--- src/rtl/isp_pkg.sv ---
`default_nettype none

package isp_pkg;

    // ------------------------------
    // picture geometry
    // ------------------------------
    localparam int BEATS_PER_PIC  = 192;
    localparam int PIX_PER_BEAT   = 16;
    localparam int PLANE_BEATS    = 64;

    // centre focus window
    localparam int WIN_SIZE       = 6;
    localparam int WIN_FIRST_ROW  = 13;
    localparam int WIN_FIRST_COL  = 13;

    // sum of 1024 weighted bytes per mean step
    localparam int EXPO_SHIFT     = 10;

    // last input beat to out_valid
    localparam int RESULT_LATENCY = 16;

    // ------------------------------
    // data types
    // ------------------------------
    typedef logic [7:0]   pixel_t;
    typedef logic [127:0] beat_t;
    typedef logic [7:0]   beat_idx_t;
    typedef logic [1:0]   ratio_t;
    typedef logic [7:0]   result_t;

    // wide enough for 60 differences of up to 253
    typedef logic [13:0]  diff_sum_t;

endpackage

`default_nettype wire
--- src/rtl/isp_top.sv ---
`timescale 1ns/1ps
`default_nettype none

module isp_top (
    input  logic             clk,
    input  logic             rst_n,
    input  logic             in_valid,
    input  logic             in_mode,
    input  isp_pkg::ratio_t  in_ratio_mode,
    input  logic             pix_valid,
    input  isp_pkg::beat_t   pix_data,
    output logic             busy,
    output logic             out_valid,
    output isp_pkg::result_t out_data
);
    import isp_pkg::*;

    typedef enum logic [1:0] {
        ST_IDLE,
        ST_LOAD,
        ST_WAIT
    } state_t;

    state_t     state;
    logic [4:0] lat_cnt;
    logic       lat_end;
    logic       fire;

    logic       mode;
    logic       px_valid;
    beat_t      px_data;
    beat_idx_t  px_idx;
    logic       last_beat;

    logic       line_valid;
    logic [3:0] line_idx;
    pixel_t     line_p0, line_p1, line_p2, line_p3, line_p4, line_p5;

    logic       focus_done;
    result_t    focus_result;
    result_t    expo_result;
    result_t    sel_result;

    isp_beat_scaler i_scaler (
        .clk           (clk),
        .rst_n         (rst_n),
        .in_valid      (in_valid),
        .in_mode       (in_mode),
        .in_ratio_mode (in_ratio_mode),
        .pix_valid     (pix_valid),
        .pix_data      (pix_data),
        .mode          (mode),
        .px_valid      (px_valid),
        .px_data       (px_data),
        .px_idx        (px_idx),
        .last_beat     (last_beat)
    );

    isp_focus_window i_window (
        .clk        (clk),
        .rst_n      (rst_n),
        .px_valid   (px_valid),
        .px_data    (px_data),
        .px_idx     (px_idx),
        .last_beat  (last_beat),
        .line_valid (line_valid),
        .line_idx   (line_idx),
        .line_p0    (line_p0),
        .line_p1    (line_p1),
        .line_p2    (line_p2),
        .line_p3    (line_p3),
        .line_p4    (line_p4),
        .line_p5    (line_p5)
    );

    isp_focus_contrast i_contrast (
        .clk          (clk),
        .rst_n        (rst_n),
        .line_valid   (line_valid),
        .line_idx     (line_idx),
        .line_p0      (line_p0),
        .line_p1      (line_p1),
        .line_p2      (line_p2),
        .line_p3      (line_p3),
        .line_p4      (line_p4),
        .line_p5      (line_p5),
        .focus_done   (focus_done),
        .focus_result (focus_result)
    );

    isp_exposure_acc i_expo (
        .clk         (clk),
        .rst_n       (rst_n),
        .px_valid    (px_valid),
        .px_data     (px_data),
        .last_beat   (last_beat),
        .expo_result (expo_result)
    );

    // ------------------------------
    // sequencing
    // ------------------------------
    always_ff @(posedge clk or negedge rst_n) begin
        if (!rst_n) begin
            state   <= ST_IDLE;
            lat_cnt <= '0;
        end else begin
            case (state)
                ST_IDLE: begin
                    if (in_valid) begin
                        state <= ST_LOAD;
                    end
                end
                ST_LOAD: begin
                    // last_beat trails the input beat by one, so count from 2
                    if (last_beat) begin
                        state   <= ST_WAIT;
                        lat_cnt <= 5'd2;
                    end
                end
                ST_WAIT: begin
                    lat_cnt <= lat_cnt + 1'b1;
                    if (out_valid) begin
                        state <= ST_IDLE;
                    end
                end
                default: state <= ST_IDLE;
            endcase
        end
    end

    assign busy       = (state != ST_IDLE);
    assign lat_end    = (state == ST_WAIT) && (lat_cnt == 5'(RESULT_LATENCY - 1));
    // focus sums close on the same cycle as the count
    assign fire       = lat_end && (mode || focus_done);
    assign sel_result = mode ? expo_result : focus_result;

    always_ff @(posedge clk or negedge rst_n) begin
        if (!rst_n) begin
            out_valid <= 1'b0;
            out_data  <= '0;
        end else begin
            out_valid <= fire;
            out_data  <= fire ? sel_result : '0;
        end
    end

endmodule

`default_nettype wire

--- src/rtl/isp_exposure_acc.sv ---
`timescale 1ns/1ps
`default_nettype none

module isp_exposure_acc (
    input  logic             clk,
    input  logic             rst_n,
    input  logic             px_valid,
    input  isp_pkg::beat_t   px_data,
    input  logic             last_beat,
    output isp_pkg::result_t expo_result
);
    import isp_pkg::*;

    logic [9:0]  grp_d [PIX_PER_BEAT / 4];
    logic [9:0]  grp_q [PIX_PER_BEAT / 4];
    logic        s1_valid;
    logic        s1_last;
    logic        first;
    logic [11:0] beat_sum;
    logic [17:0] acc;
    logic [17:0] acc_next;

    // first stage, groups of four bytes
    always_comb begin
        for (int g = 0; g < PIX_PER_BEAT / 4; g++) begin
            grp_d[g] = '0;
            for (int k = 0; k < 4; k++) begin
                grp_d[g] = grp_d[g] + 10'(px_data[8 * (4 * g + k) +: 8]);
            end
        end
    end

    always_ff @(posedge clk) begin
        if (px_valid) begin
            grp_q <= grp_d;
        end
    end

    always_ff @(posedge clk or negedge rst_n) begin
        if (!rst_n) begin
            s1_valid <= 1'b0;
            s1_last  <= 1'b0;
            first    <= 1'b1;
        end else begin
            s1_valid <= px_valid;
            s1_last  <= last_beat;
            if (s1_valid) begin
                first <= s1_last;
            end
        end
    end

    // second stage straight into the accumulator
    assign beat_sum = 12'(grp_q[0]) + 12'(grp_q[1]) + 12'(grp_q[2]) + 12'(grp_q[3]);
    assign acc_next = (first ? 18'd0 : acc) + 18'(beat_sum);

    always_ff @(posedge clk) begin
        if (s1_valid) begin
            acc <= acc_next;
        end
        if (s1_valid && s1_last) begin
            expo_result <= acc_next[EXPO_SHIFT +: 8];
        end
    end

endmodule

`default_nettype wire

--- src/rtl/isp_focus_contrast.sv ---
`timescale 1ns/1ps
`default_nettype none

module isp_focus_contrast (
    input  logic             clk,
    input  logic             rst_n,
    input  logic             line_valid,
    input  logic [3:0]       line_idx,
    input  isp_pkg::pixel_t  line_p0,
    input  isp_pkg::pixel_t  line_p1,
    input  isp_pkg::pixel_t  line_p2,
    input  isp_pkg::pixel_t  line_p3,
    input  isp_pkg::pixel_t  line_p4,
    input  isp_pkg::pixel_t  line_p5,
    output logic             focus_done,
    output isp_pkg::result_t focus_result
);
    import isp_pkg::*;

    pixel_t     p [WIN_SIZE];
    pixel_t     d [WIN_SIZE - 1];
    logic       d_valid;
    logic [3:0] d_idx;
    logic [2:0] d_pos;
    logic       inner4;
    logic       inner2;
    diff_sum_t  add6, add4, add2;
    diff_sum_t  sum6, sum4, sum2;
    diff_sum_t  q6, q4, q2;

    function automatic pixel_t abs_diff(input pixel_t a, input pixel_t b);
        return (a > b) ? a - b : b - a;
    endfunction

    assign p[0] = line_p0;
    assign p[1] = line_p1;
    assign p[2] = line_p2;
    assign p[3] = line_p3;
    assign p[4] = line_p4;
    assign p[5] = line_p5;

    // ------------------------------
    // neighbour differences
    // ------------------------------
    always_ff @(posedge clk or negedge rst_n) begin
        if (!rst_n) begin
            d_valid <= 1'b0;
            d_idx   <= '0;
        end else begin
            d_valid <= line_valid;
            d_idx   <= line_idx;
        end
    end

    always_ff @(posedge clk) begin
        if (line_valid) begin
            for (int k = 0; k < WIN_SIZE - 1; k++) begin
                d[k] <= abs_diff(p[k], p[k + 1]);
            end
        end
    end

    // position of the line within its orientation
    assign d_pos  = (d_idx < 4'(WIN_SIZE)) ? d_idx[2:0] : 3'(d_idx - 4'(WIN_SIZE));
    assign inner4 = (d_pos >= 3'd1) && (d_pos <= 3'(WIN_SIZE - 2));
    assign inner2 = (d_pos == 3'(WIN_SIZE / 2 - 1)) || (d_pos == 3'(WIN_SIZE / 2));

    always_comb begin
        add6 = '0;
        add4 = '0;
        for (int k = 0; k < WIN_SIZE - 1; k++) begin
            add6 = add6 + diff_sum_t'(d[k]);
            if (inner4 && k >= 1 && k <= WIN_SIZE - 3) begin
                add4 = add4 + diff_sum_t'(d[k]);
            end
        end
        add2 = inner2 ? diff_sum_t'(d[WIN_SIZE / 2 - 1]) : '0;
    end

    // ------------------------------
    // window sums
    // ------------------------------
    always_ff @(posedge clk) begin
        if (d_valid) begin
            if (d_idx == '0) begin
                sum6 <= add6;
                sum4 <= add4;
                sum2 <= add2;
            end else begin
                sum6 <= sum6 + add6;
                sum4 <= sum4 + add4;
                sum2 <= sum2 + add2;
            end
        end
    end

    always_ff @(posedge clk or negedge rst_n) begin
        if (!rst_n) begin
            focus_done <= 1'b0;
        end else begin
            focus_done <= d_valid && (d_idx == 4'(2 * WIN_SIZE - 1));
        end
    end

    // mean contrast per window size
    assign q6 = sum6 / diff_sum_t'(WIN_SIZE * WIN_SIZE);
    assign q4 = sum4 / diff_sum_t'((WIN_SIZE - 2) * (WIN_SIZE - 2));
    assign q2 = sum2 / diff_sum_t'((WIN_SIZE - 4) * (WIN_SIZE - 4));

    always_comb begin
        if (q2 >= q4 && q2 >= q6) begin
            focus_result = 8'd0;
        end else if (q4 >= q6) begin
            focus_result = 8'd1;
        end else begin
            focus_result = 8'd2;
        end
    end

endmodule

`default_nettype wire

--- src/rtl/isp_focus_window.sv ---
`timescale 1ns/1ps
`default_nettype none

module isp_focus_window (
    input  logic               clk,
    input  logic               rst_n,
    input  logic               px_valid,
    input  isp_pkg::beat_t     px_data,
    input  isp_pkg::beat_idx_t px_idx,
    input  logic               last_beat,
    output logic               line_valid,
    output logic [3:0]         line_idx,
    output isp_pkg::pixel_t    line_p0,
    output isp_pkg::pixel_t    line_p1,
    output isp_pkg::pixel_t    line_p2,
    output isp_pkg::pixel_t    line_p3,
    output isp_pkg::pixel_t    line_p4,
    output isp_pkg::pixel_t    line_p5
);
    import isp_pkg::*;

    pixel_t     win [WIN_SIZE][WIN_SIZE];
    logic [4:0] row;
    logic       row_hit;
    logic [2:0] wr_row;
    logic [2:0] rd_sel;
    pixel_t     line_px [WIN_SIZE];

    // ------------------------------
    // gray accumulation
    // ------------------------------
    // two beats per row within a plane
    assign row     = 5'((px_idx % PLANE_BEATS) >> 1);
    assign row_hit = (row >= WIN_FIRST_ROW) && (row < WIN_FIRST_ROW + WIN_SIZE);
    assign wr_row  = 3'(row - 5'(WIN_FIRST_ROW));

    always_ff @(posedge clk) begin
        if (px_valid && px_idx == '0) begin
            for (int r = 0; r < WIN_SIZE; r++) begin
                for (int c = 0; c < WIN_SIZE; c++) begin
                    win[r][c] <= '0;
                end
            end
        end else if (px_valid && row_hit) begin
            // even beat holds the left half, odd beat the right half
            for (int c = 0; c < WIN_SIZE; c++) begin
                if ((WIN_FIRST_COL + c) / PIX_PER_BEAT == int'(px_idx[0])) begin
                    win[wr_row][c] <= win[wr_row][c]
                                      + px_data[8 * ((WIN_FIRST_COL + c) % PIX_PER_BEAT) +: 8];
                end
            end
        end
    end

    // ------------------------------
    // replay, rows then columns
    // ------------------------------
    always_ff @(posedge clk or negedge rst_n) begin
        if (!rst_n) begin
            line_valid <= 1'b0;
            line_idx   <= '0;
        end else if (last_beat) begin
            line_valid <= 1'b1;
            line_idx   <= '0;
        end else if (line_valid) begin
            if (line_idx == 4'(2 * WIN_SIZE - 1)) begin
                line_valid <= 1'b0;
            end else begin
                line_idx <= line_idx + 1'b1;
            end
        end
    end

    assign rd_sel = (line_idx < 4'(WIN_SIZE)) ? line_idx[2:0] : 3'(line_idx - 4'(WIN_SIZE));

    always_comb begin
        for (int k = 0; k < WIN_SIZE; k++) begin
            line_px[k] = (line_idx < 4'(WIN_SIZE)) ? win[rd_sel][k] : win[k][rd_sel];
        end
    end

    assign line_p0 = line_px[0];
    assign line_p1 = line_px[1];
    assign line_p2 = line_px[2];
    assign line_p3 = line_px[3];
    assign line_p4 = line_px[4];
    assign line_p5 = line_px[5];

endmodule

`default_nettype wire

--- src/rtl/isp_beat_scaler.sv ---
`timescale 1ns/1ps
`default_nettype none

module isp_beat_scaler (
    input  logic               clk,
    input  logic               rst_n,
    input  logic               in_valid,
    input  logic               in_mode,
    input  isp_pkg::ratio_t    in_ratio_mode,
    input  logic               pix_valid,
    input  isp_pkg::beat_t     pix_data,
    output logic               mode,
    output logic               px_valid,
    output isp_pkg::beat_t     px_data,
    output isp_pkg::beat_idx_t px_idx,
    output logic               last_beat
);
    import isp_pkg::*;

    ratio_t    ratio_q;
    beat_idx_t beat_cnt;
    logic      green;
    pixel_t    adj;
    beat_t     weighted;

    function automatic pixel_t adjust(input pixel_t p, input ratio_t r);
        case (r)
            2'd0:    return p >> 2;
            2'd1:    return p >> 1;
            2'd3:    return p[7] ? 8'hff : {p[6:0], 1'b0};
            default: return p;
        endcase
    endfunction

    // request capture
    always_ff @(posedge clk or negedge rst_n) begin
        if (!rst_n) begin
            mode    <= 1'b0;
            ratio_q <= '0;
        end else if (in_valid) begin
            mode    <= in_mode;
            ratio_q <= in_ratio_mode;
        end
    end

    always_ff @(posedge clk or negedge rst_n) begin
        if (!rst_n) begin
            beat_cnt <= '0;
        end else if (in_valid) begin
            beat_cnt <= '0;
        end else if (pix_valid) begin
            if (beat_cnt == beat_idx_t'(BEATS_PER_PIC - 1)) begin
                beat_cnt <= '0;
            end else begin
                beat_cnt <= beat_cnt + 1'b1;
            end
        end
    end

    // green plane weighs twice as much as red and blue
    assign green = (beat_cnt >= beat_idx_t'(PLANE_BEATS)) &&
                   (beat_cnt < beat_idx_t'(2 * PLANE_BEATS));

    always_comb begin
        for (int i = 0; i < PIX_PER_BEAT; i++) begin
            adj = mode ? adjust(pix_data[8*i +: 8], ratio_q) : pix_data[8*i +: 8];
            weighted[8*i +: 8] = green ? (adj >> 1) : (adj >> 2);
        end
    end

    always_ff @(posedge clk or negedge rst_n) begin
        if (!rst_n) begin
            px_valid  <= 1'b0;
            last_beat <= 1'b0;
        end else begin
            px_valid  <= pix_valid;
            last_beat <= pix_valid && (beat_cnt == beat_idx_t'(BEATS_PER_PIC - 1));
        end
    end

    always_ff @(posedge clk) begin
        if (pix_valid) begin
            px_data <= weighted;
            px_idx  <= beat_cnt;
        end
    end

endmodule

`default_nettype wire

--- config.mk ---
export PLATFORM = sky130hd
export DESIGN_NAME = isp_top
export DESIGN_NICKNAME = d
export VERILOG_FILES = /design/src/rtl/isp_pkg.sv /design/src/rtl/isp_top.sv /design/src/rtl/isp_exposure_acc.sv /design/src/rtl/isp_focus_contrast.sv /design/src/rtl/isp_focus_window.sv /design/src/rtl/isp_beat_scaler.sv
export SDC_FILE = /design/constraint.sdc
export NUM_CORES = 2
export LEC_CHECK = 0
export ABC_AREA = 1
export BUFFER_PORTS_ARGS = -buffer_cell sky130_fd_sc_hd__clkbuf_2
export CAP_MARGIN = 30
export CORE_AREA = 8 8 354 356
export CTS_BUF_LIST = sky130_fd_sc_hd__clkbuf_4
export DETAILED_ROUTE_END_ITERATION = 6
export DIE_AREA = 0 0 362 364
export MAX_ROUTING_LAYER = met4
export SETUP_SLACK_MARGIN = 0.15
export SYNTH_ARGS = -nofsm -noshare
export SYNTH_HDL_FRONTEND = slang
export SYNTH_SLANG_ARGS = --single-unit
--- constraint.sdc ---
create_clock -name clk -period 14.55 [get_ports clk]
set_input_delay 2.1825 -clock clk [delete_from_list [all_inputs] [get_ports clk]]
set_output_delay 2.1825 -clock clk [all_outputs]
set_load 0.01 [all_outputs]
==> summary.txt <==
Run status
  – Status: finished, final reports clean

Synth
  – Yosys top cell by area: edfxtp_1
  – Syn_nets: 6046
  – Top post-synthesis cells by count: 810 x nor2_1, 753 x inv_1, 723 x nand2_1
  – Number of enable flip-flop cells after synthesis: 648
  – Distinct cell type count after synthesis: 64
  – Main flop type after synthesis: edfxtp_1
  – Synthesized area per cell: 8.583 sq um
  – Number of warnings issued by yosys: 0
  – Synth Cell Area: 0.04742 sq mm
  – Most common cell in the netlist: nor2_1
  – Share of the synthesized area in the top cell type: 41.03%
  – Area contributors post-synth: edfxtp_1 41%, ha_1 7.9%, nor2_1 6.4%, inv_1 6.0%, nand2_1 5.7%
  – Post-Synthesis Cells: 5525
  – Count of state elements after synthesis: 691
  – Asr flop ratio synth: 6.223%
  – Sequential share of the synthesized area: 43.30%

Worst setup path
  – CP max FO: 60
  – RR Endpoint: i_contrast.d[0][21]
  – Register-to-Register Path Depth: 24
  – CP endpoint kind: flop
  – Worst r2r src: i_window.line_idx[3]
  – Worst setup startpoint: i_window.line_idx[3]
  – R2r setup slk: 7.71 ns
  – Crit path capture: i_contrast.d[0][21]
  – Nature of the critical path startpoint: flop
  – Worst path required time: 15.39 ns
  – WS Path Type: reg2reg
  – Critical path arrival: 7.68 ns

Place
  – Placer Congestion: 0.9963
  – Pre-CTS WS: 8.039 ns
  – Number of port buffers: 144
  – DP Wirelength: 125000 um
  – Cell count after placement: 7106

Floorplanning
  – Row cnt: 127
  – Core box area: 0.1193 sq mm
  – Die span in x: 362 um
  – Starting density of the core: 39.74%
  – Die Area: 0.1318 sq mm
  – # IOs: 145
  – Chip height: 364 um

STA
  – Final setup fails: 0
  – Fmax: 146.2 MHz
  – Setup TNS: 0 ns
  – Final max-slew violation count: 0
  – Post-layout min period: 6.838 ns
  – Fin. Hold Viols: 0
  – Setup ws final: 7.712 ns
  – Worst-Margin Slew: 1.158 ns
  – Clock Skew: 0.1124 ns
  – Final period utilization: 47.00%
  – Setup repair after global routing missed its margin: false
  – Slew margin rel.: 22.00%

Drt
  – Vias per Instance: 5.630
  – Top routing layer used: met4
  – DR vias: 41930
  – Met3 WL post-DR: 15570 um
  – Wirelength, routed: 172600 um
  – Routed len/inst: 23.17 um
  – Wire length on met2: 79260 um
  – Initial DRT Pass Iterations: 7
  – Initial DRC Count: 4818
  – Final antenna-violating net count: 0
  – M1 WL: 69310 um
  – DRC violations left: 0

Power
  – Int Pwr: 4.700 mW
  – Leak pwr: 22.17 nW
  – P_sw: 3.125 mW
  – Power Dens Cells: 149.4 mW/mm^2
  – Sw Share: 39.93%
  – Sequential power share: 33.7%
  – Maximum VDD drop: 0.3550 mV
  – Clk pwr share: 22.7%
  – Comb power frac: 43.6%

Clock tree
  – H-tree lvl count: 4
  – CTS Hold Bufs: 0
  – PostCTS Resize Cnt: 0
  – CTS Buf Count: 191
  – Root Buffer: clkbuf_4
  – CTS Buffer Depth: 3
  – CTS sink count: 691
  – CTS clk-pin slew, worst paths: 0.07 ns
  – Setup Buffers After CTS: 0
  – CTS tree: yes
  – Clk_lat worst skew: 1.17 ns

Cells and area
  – Fraction of layout cells with a size suffix above 1: 10.51%
  – Nets: 6208
  – Synth-to-layout area growth: 10.44%
  – Non-filler instance count after layout: 7447

Global routing
  – Vias in the first global route: 40640
  – First-pass GRT wire length: 254100 um
  – Largest net degree at the start of global routing: 155
  – Initial antenna violation count: 2
  – Total GRT Usage: 26.22%
  – Remaining Overflow, GRT: 0

Flow run
  – Max_cap viols: 0

Hold path
  – Worst min path class: reg2reg
==> cells by family after synthesis <==
family / synth area share (%)
buffers and inverters: 8.081
XOR/XNOR: 2.900
flip-flops: 43.30
adder cells (fa/ha/maj): 11.55
multiplexers: 0.9498
AND/OR/NAND/NOR: 15.87
AO/OA/AOI/OAI: 17.35
==> state kept, by name (all words and copies together), names as in the netlist, 4 cells and up <==
| signal | cells |
|---|---|
| i_window.win | 384 |
| i_scaler.px_data | 112 |
| i_contrast.d | 40 |
| i_expo.grp_q | 36 |
| i_expo.acc | 18 |
| i_contrast.sum2 | 14 |
| i_contrast.sum4 | 14 |
| i_contrast.sum6 | 14 |
| i_expo.expo_result | 8 |
| i_scaler.beat_cnt | 8 |
| i_scaler.px_idx | 8 |
| out_data | 8 |
| lat_cnt | 5 |
| i_contrast.d_idx | 4 |
| i_window.line_idx | 4 |
==> power by group through the flow <==
stage               clock network [mW]  logic [mW]  registers, mW
detailed placement                   0        3.39           2.68
finish                            1.77        3.42           2.64
floorplan                            0        2.55           2.65
global route                      1.90        3.86           2.65
global placement                     0        3.31           2.68
CTS                               1.81        3.40           2.64
==> stage by stage <==
step           utilization, %  hold slack (ns)  area [sq um]  power [mW]
5_1_grt                 43.88           0.4788         52370       8.402
2_1_floorplan               -           0.3781         47420       5.194
6_report                43.89           0.4629         52370       7.825
3_3_place_gp            41.86           0.4305         49950       5.992
4_1_cts                 43.88           0.4609         52360       7.849
3_5_place_dp            41.87           0.4466         49970       6.074
==> layer usage <==
layer | GRT usage (%) | vias to the layer above
met4 | 12.08 | 0
met5 | - | -
li1 | - | 19430
met3 | 5.060 | 428
met1 | 32.32 | 20050
met2 | 41.71 | 2027
==> area by class of cell <==
class / instances / area, sq um
clock inverter: 73 / 417.9
fill: 11840 / 66960
timing repair buffer: 217 / 1300
multi-input combinational: 3814 / 23210
clock buffer: 263 / 1974
tap: 1612 / 2017
inverter: 772 / 2904
sequential: 691 / 20540
antenna: 5 / 12.51
==> worst min path at each step <==
stage,startpoint,to,cells past startpoint
floorplan,i_window.line_idx[0],i_contrast.d_idx[0],0
global placement,i_window.line_idx[2],i_contrast.d_idx[2],0
detailed placement,i_window.line_idx[2],i_contrast.d_idx[2],0
CTS,i_scaler.beat_cnt[3],i_scaler.px_idx[3],0
global route,i_scaler.beat_cnt[0],i_scaler.px_idx[0],0
finish,out_valid,state[1],1
==> layout by cell type (no fill, tap or decap), types with 15 or more instances in the layout <==
master,netlist,routed
o311ai_0,15,15
ha_1,300,300
nand2_1,723,703
o31ai_1,61,61
xnor2_1,47,47
o211ai_1,50,50
nand4_1,60,60
mux2i_1,45,45
a31oi_1,15,15
o22ai_1,50,50
a41oi_1,20,20
nor3_1,74,66
a21oi_1,422,422
o2111ai_1,23,23
edfxtp_1,648,648
clkbuf_2,0,143
a211oi_1,17,17
nand2_2,18,37
o21ai_0,526,526
xor2_1,110,110
inv_1,753,750
o2bb2ai_1,16,16
fa_1,86,86
nand3_1,96,96
dfrtp_1,42,40
a221oi_1,70,70
buf_4,1,71
o21bai_1,25,25
clkbuf_4,0,263
clkinv_1,8,54
nor2_1,810,800
==> critical path, stage by stage, from the launching register on <==
cell and delay, ns:
dfrtp_1 0.43, nor2_1 0.08, buf_4 0.24, nor2_2 0.11, buf_4 0.37, clkinv_1 0.15, nor2_1 0.59, nor2_4 0.04
buf_4 0.38, buf_4 0.42, a21oi_1 0.18, o21ai_0 0.11, nand2_1 0.10, inv_1 0.06, o21ai_0 0.89, inv_1 0.23
ha_1 0.45, nand2_1 0.08, inv_1 0.10, nand3_1 0.07, o32ai_1 0.56, buf_4 0.27, mux2i_1 0.27, o221ai_1 0.16
xor2_1 0.16
Power figures use the tool's default switching activity.
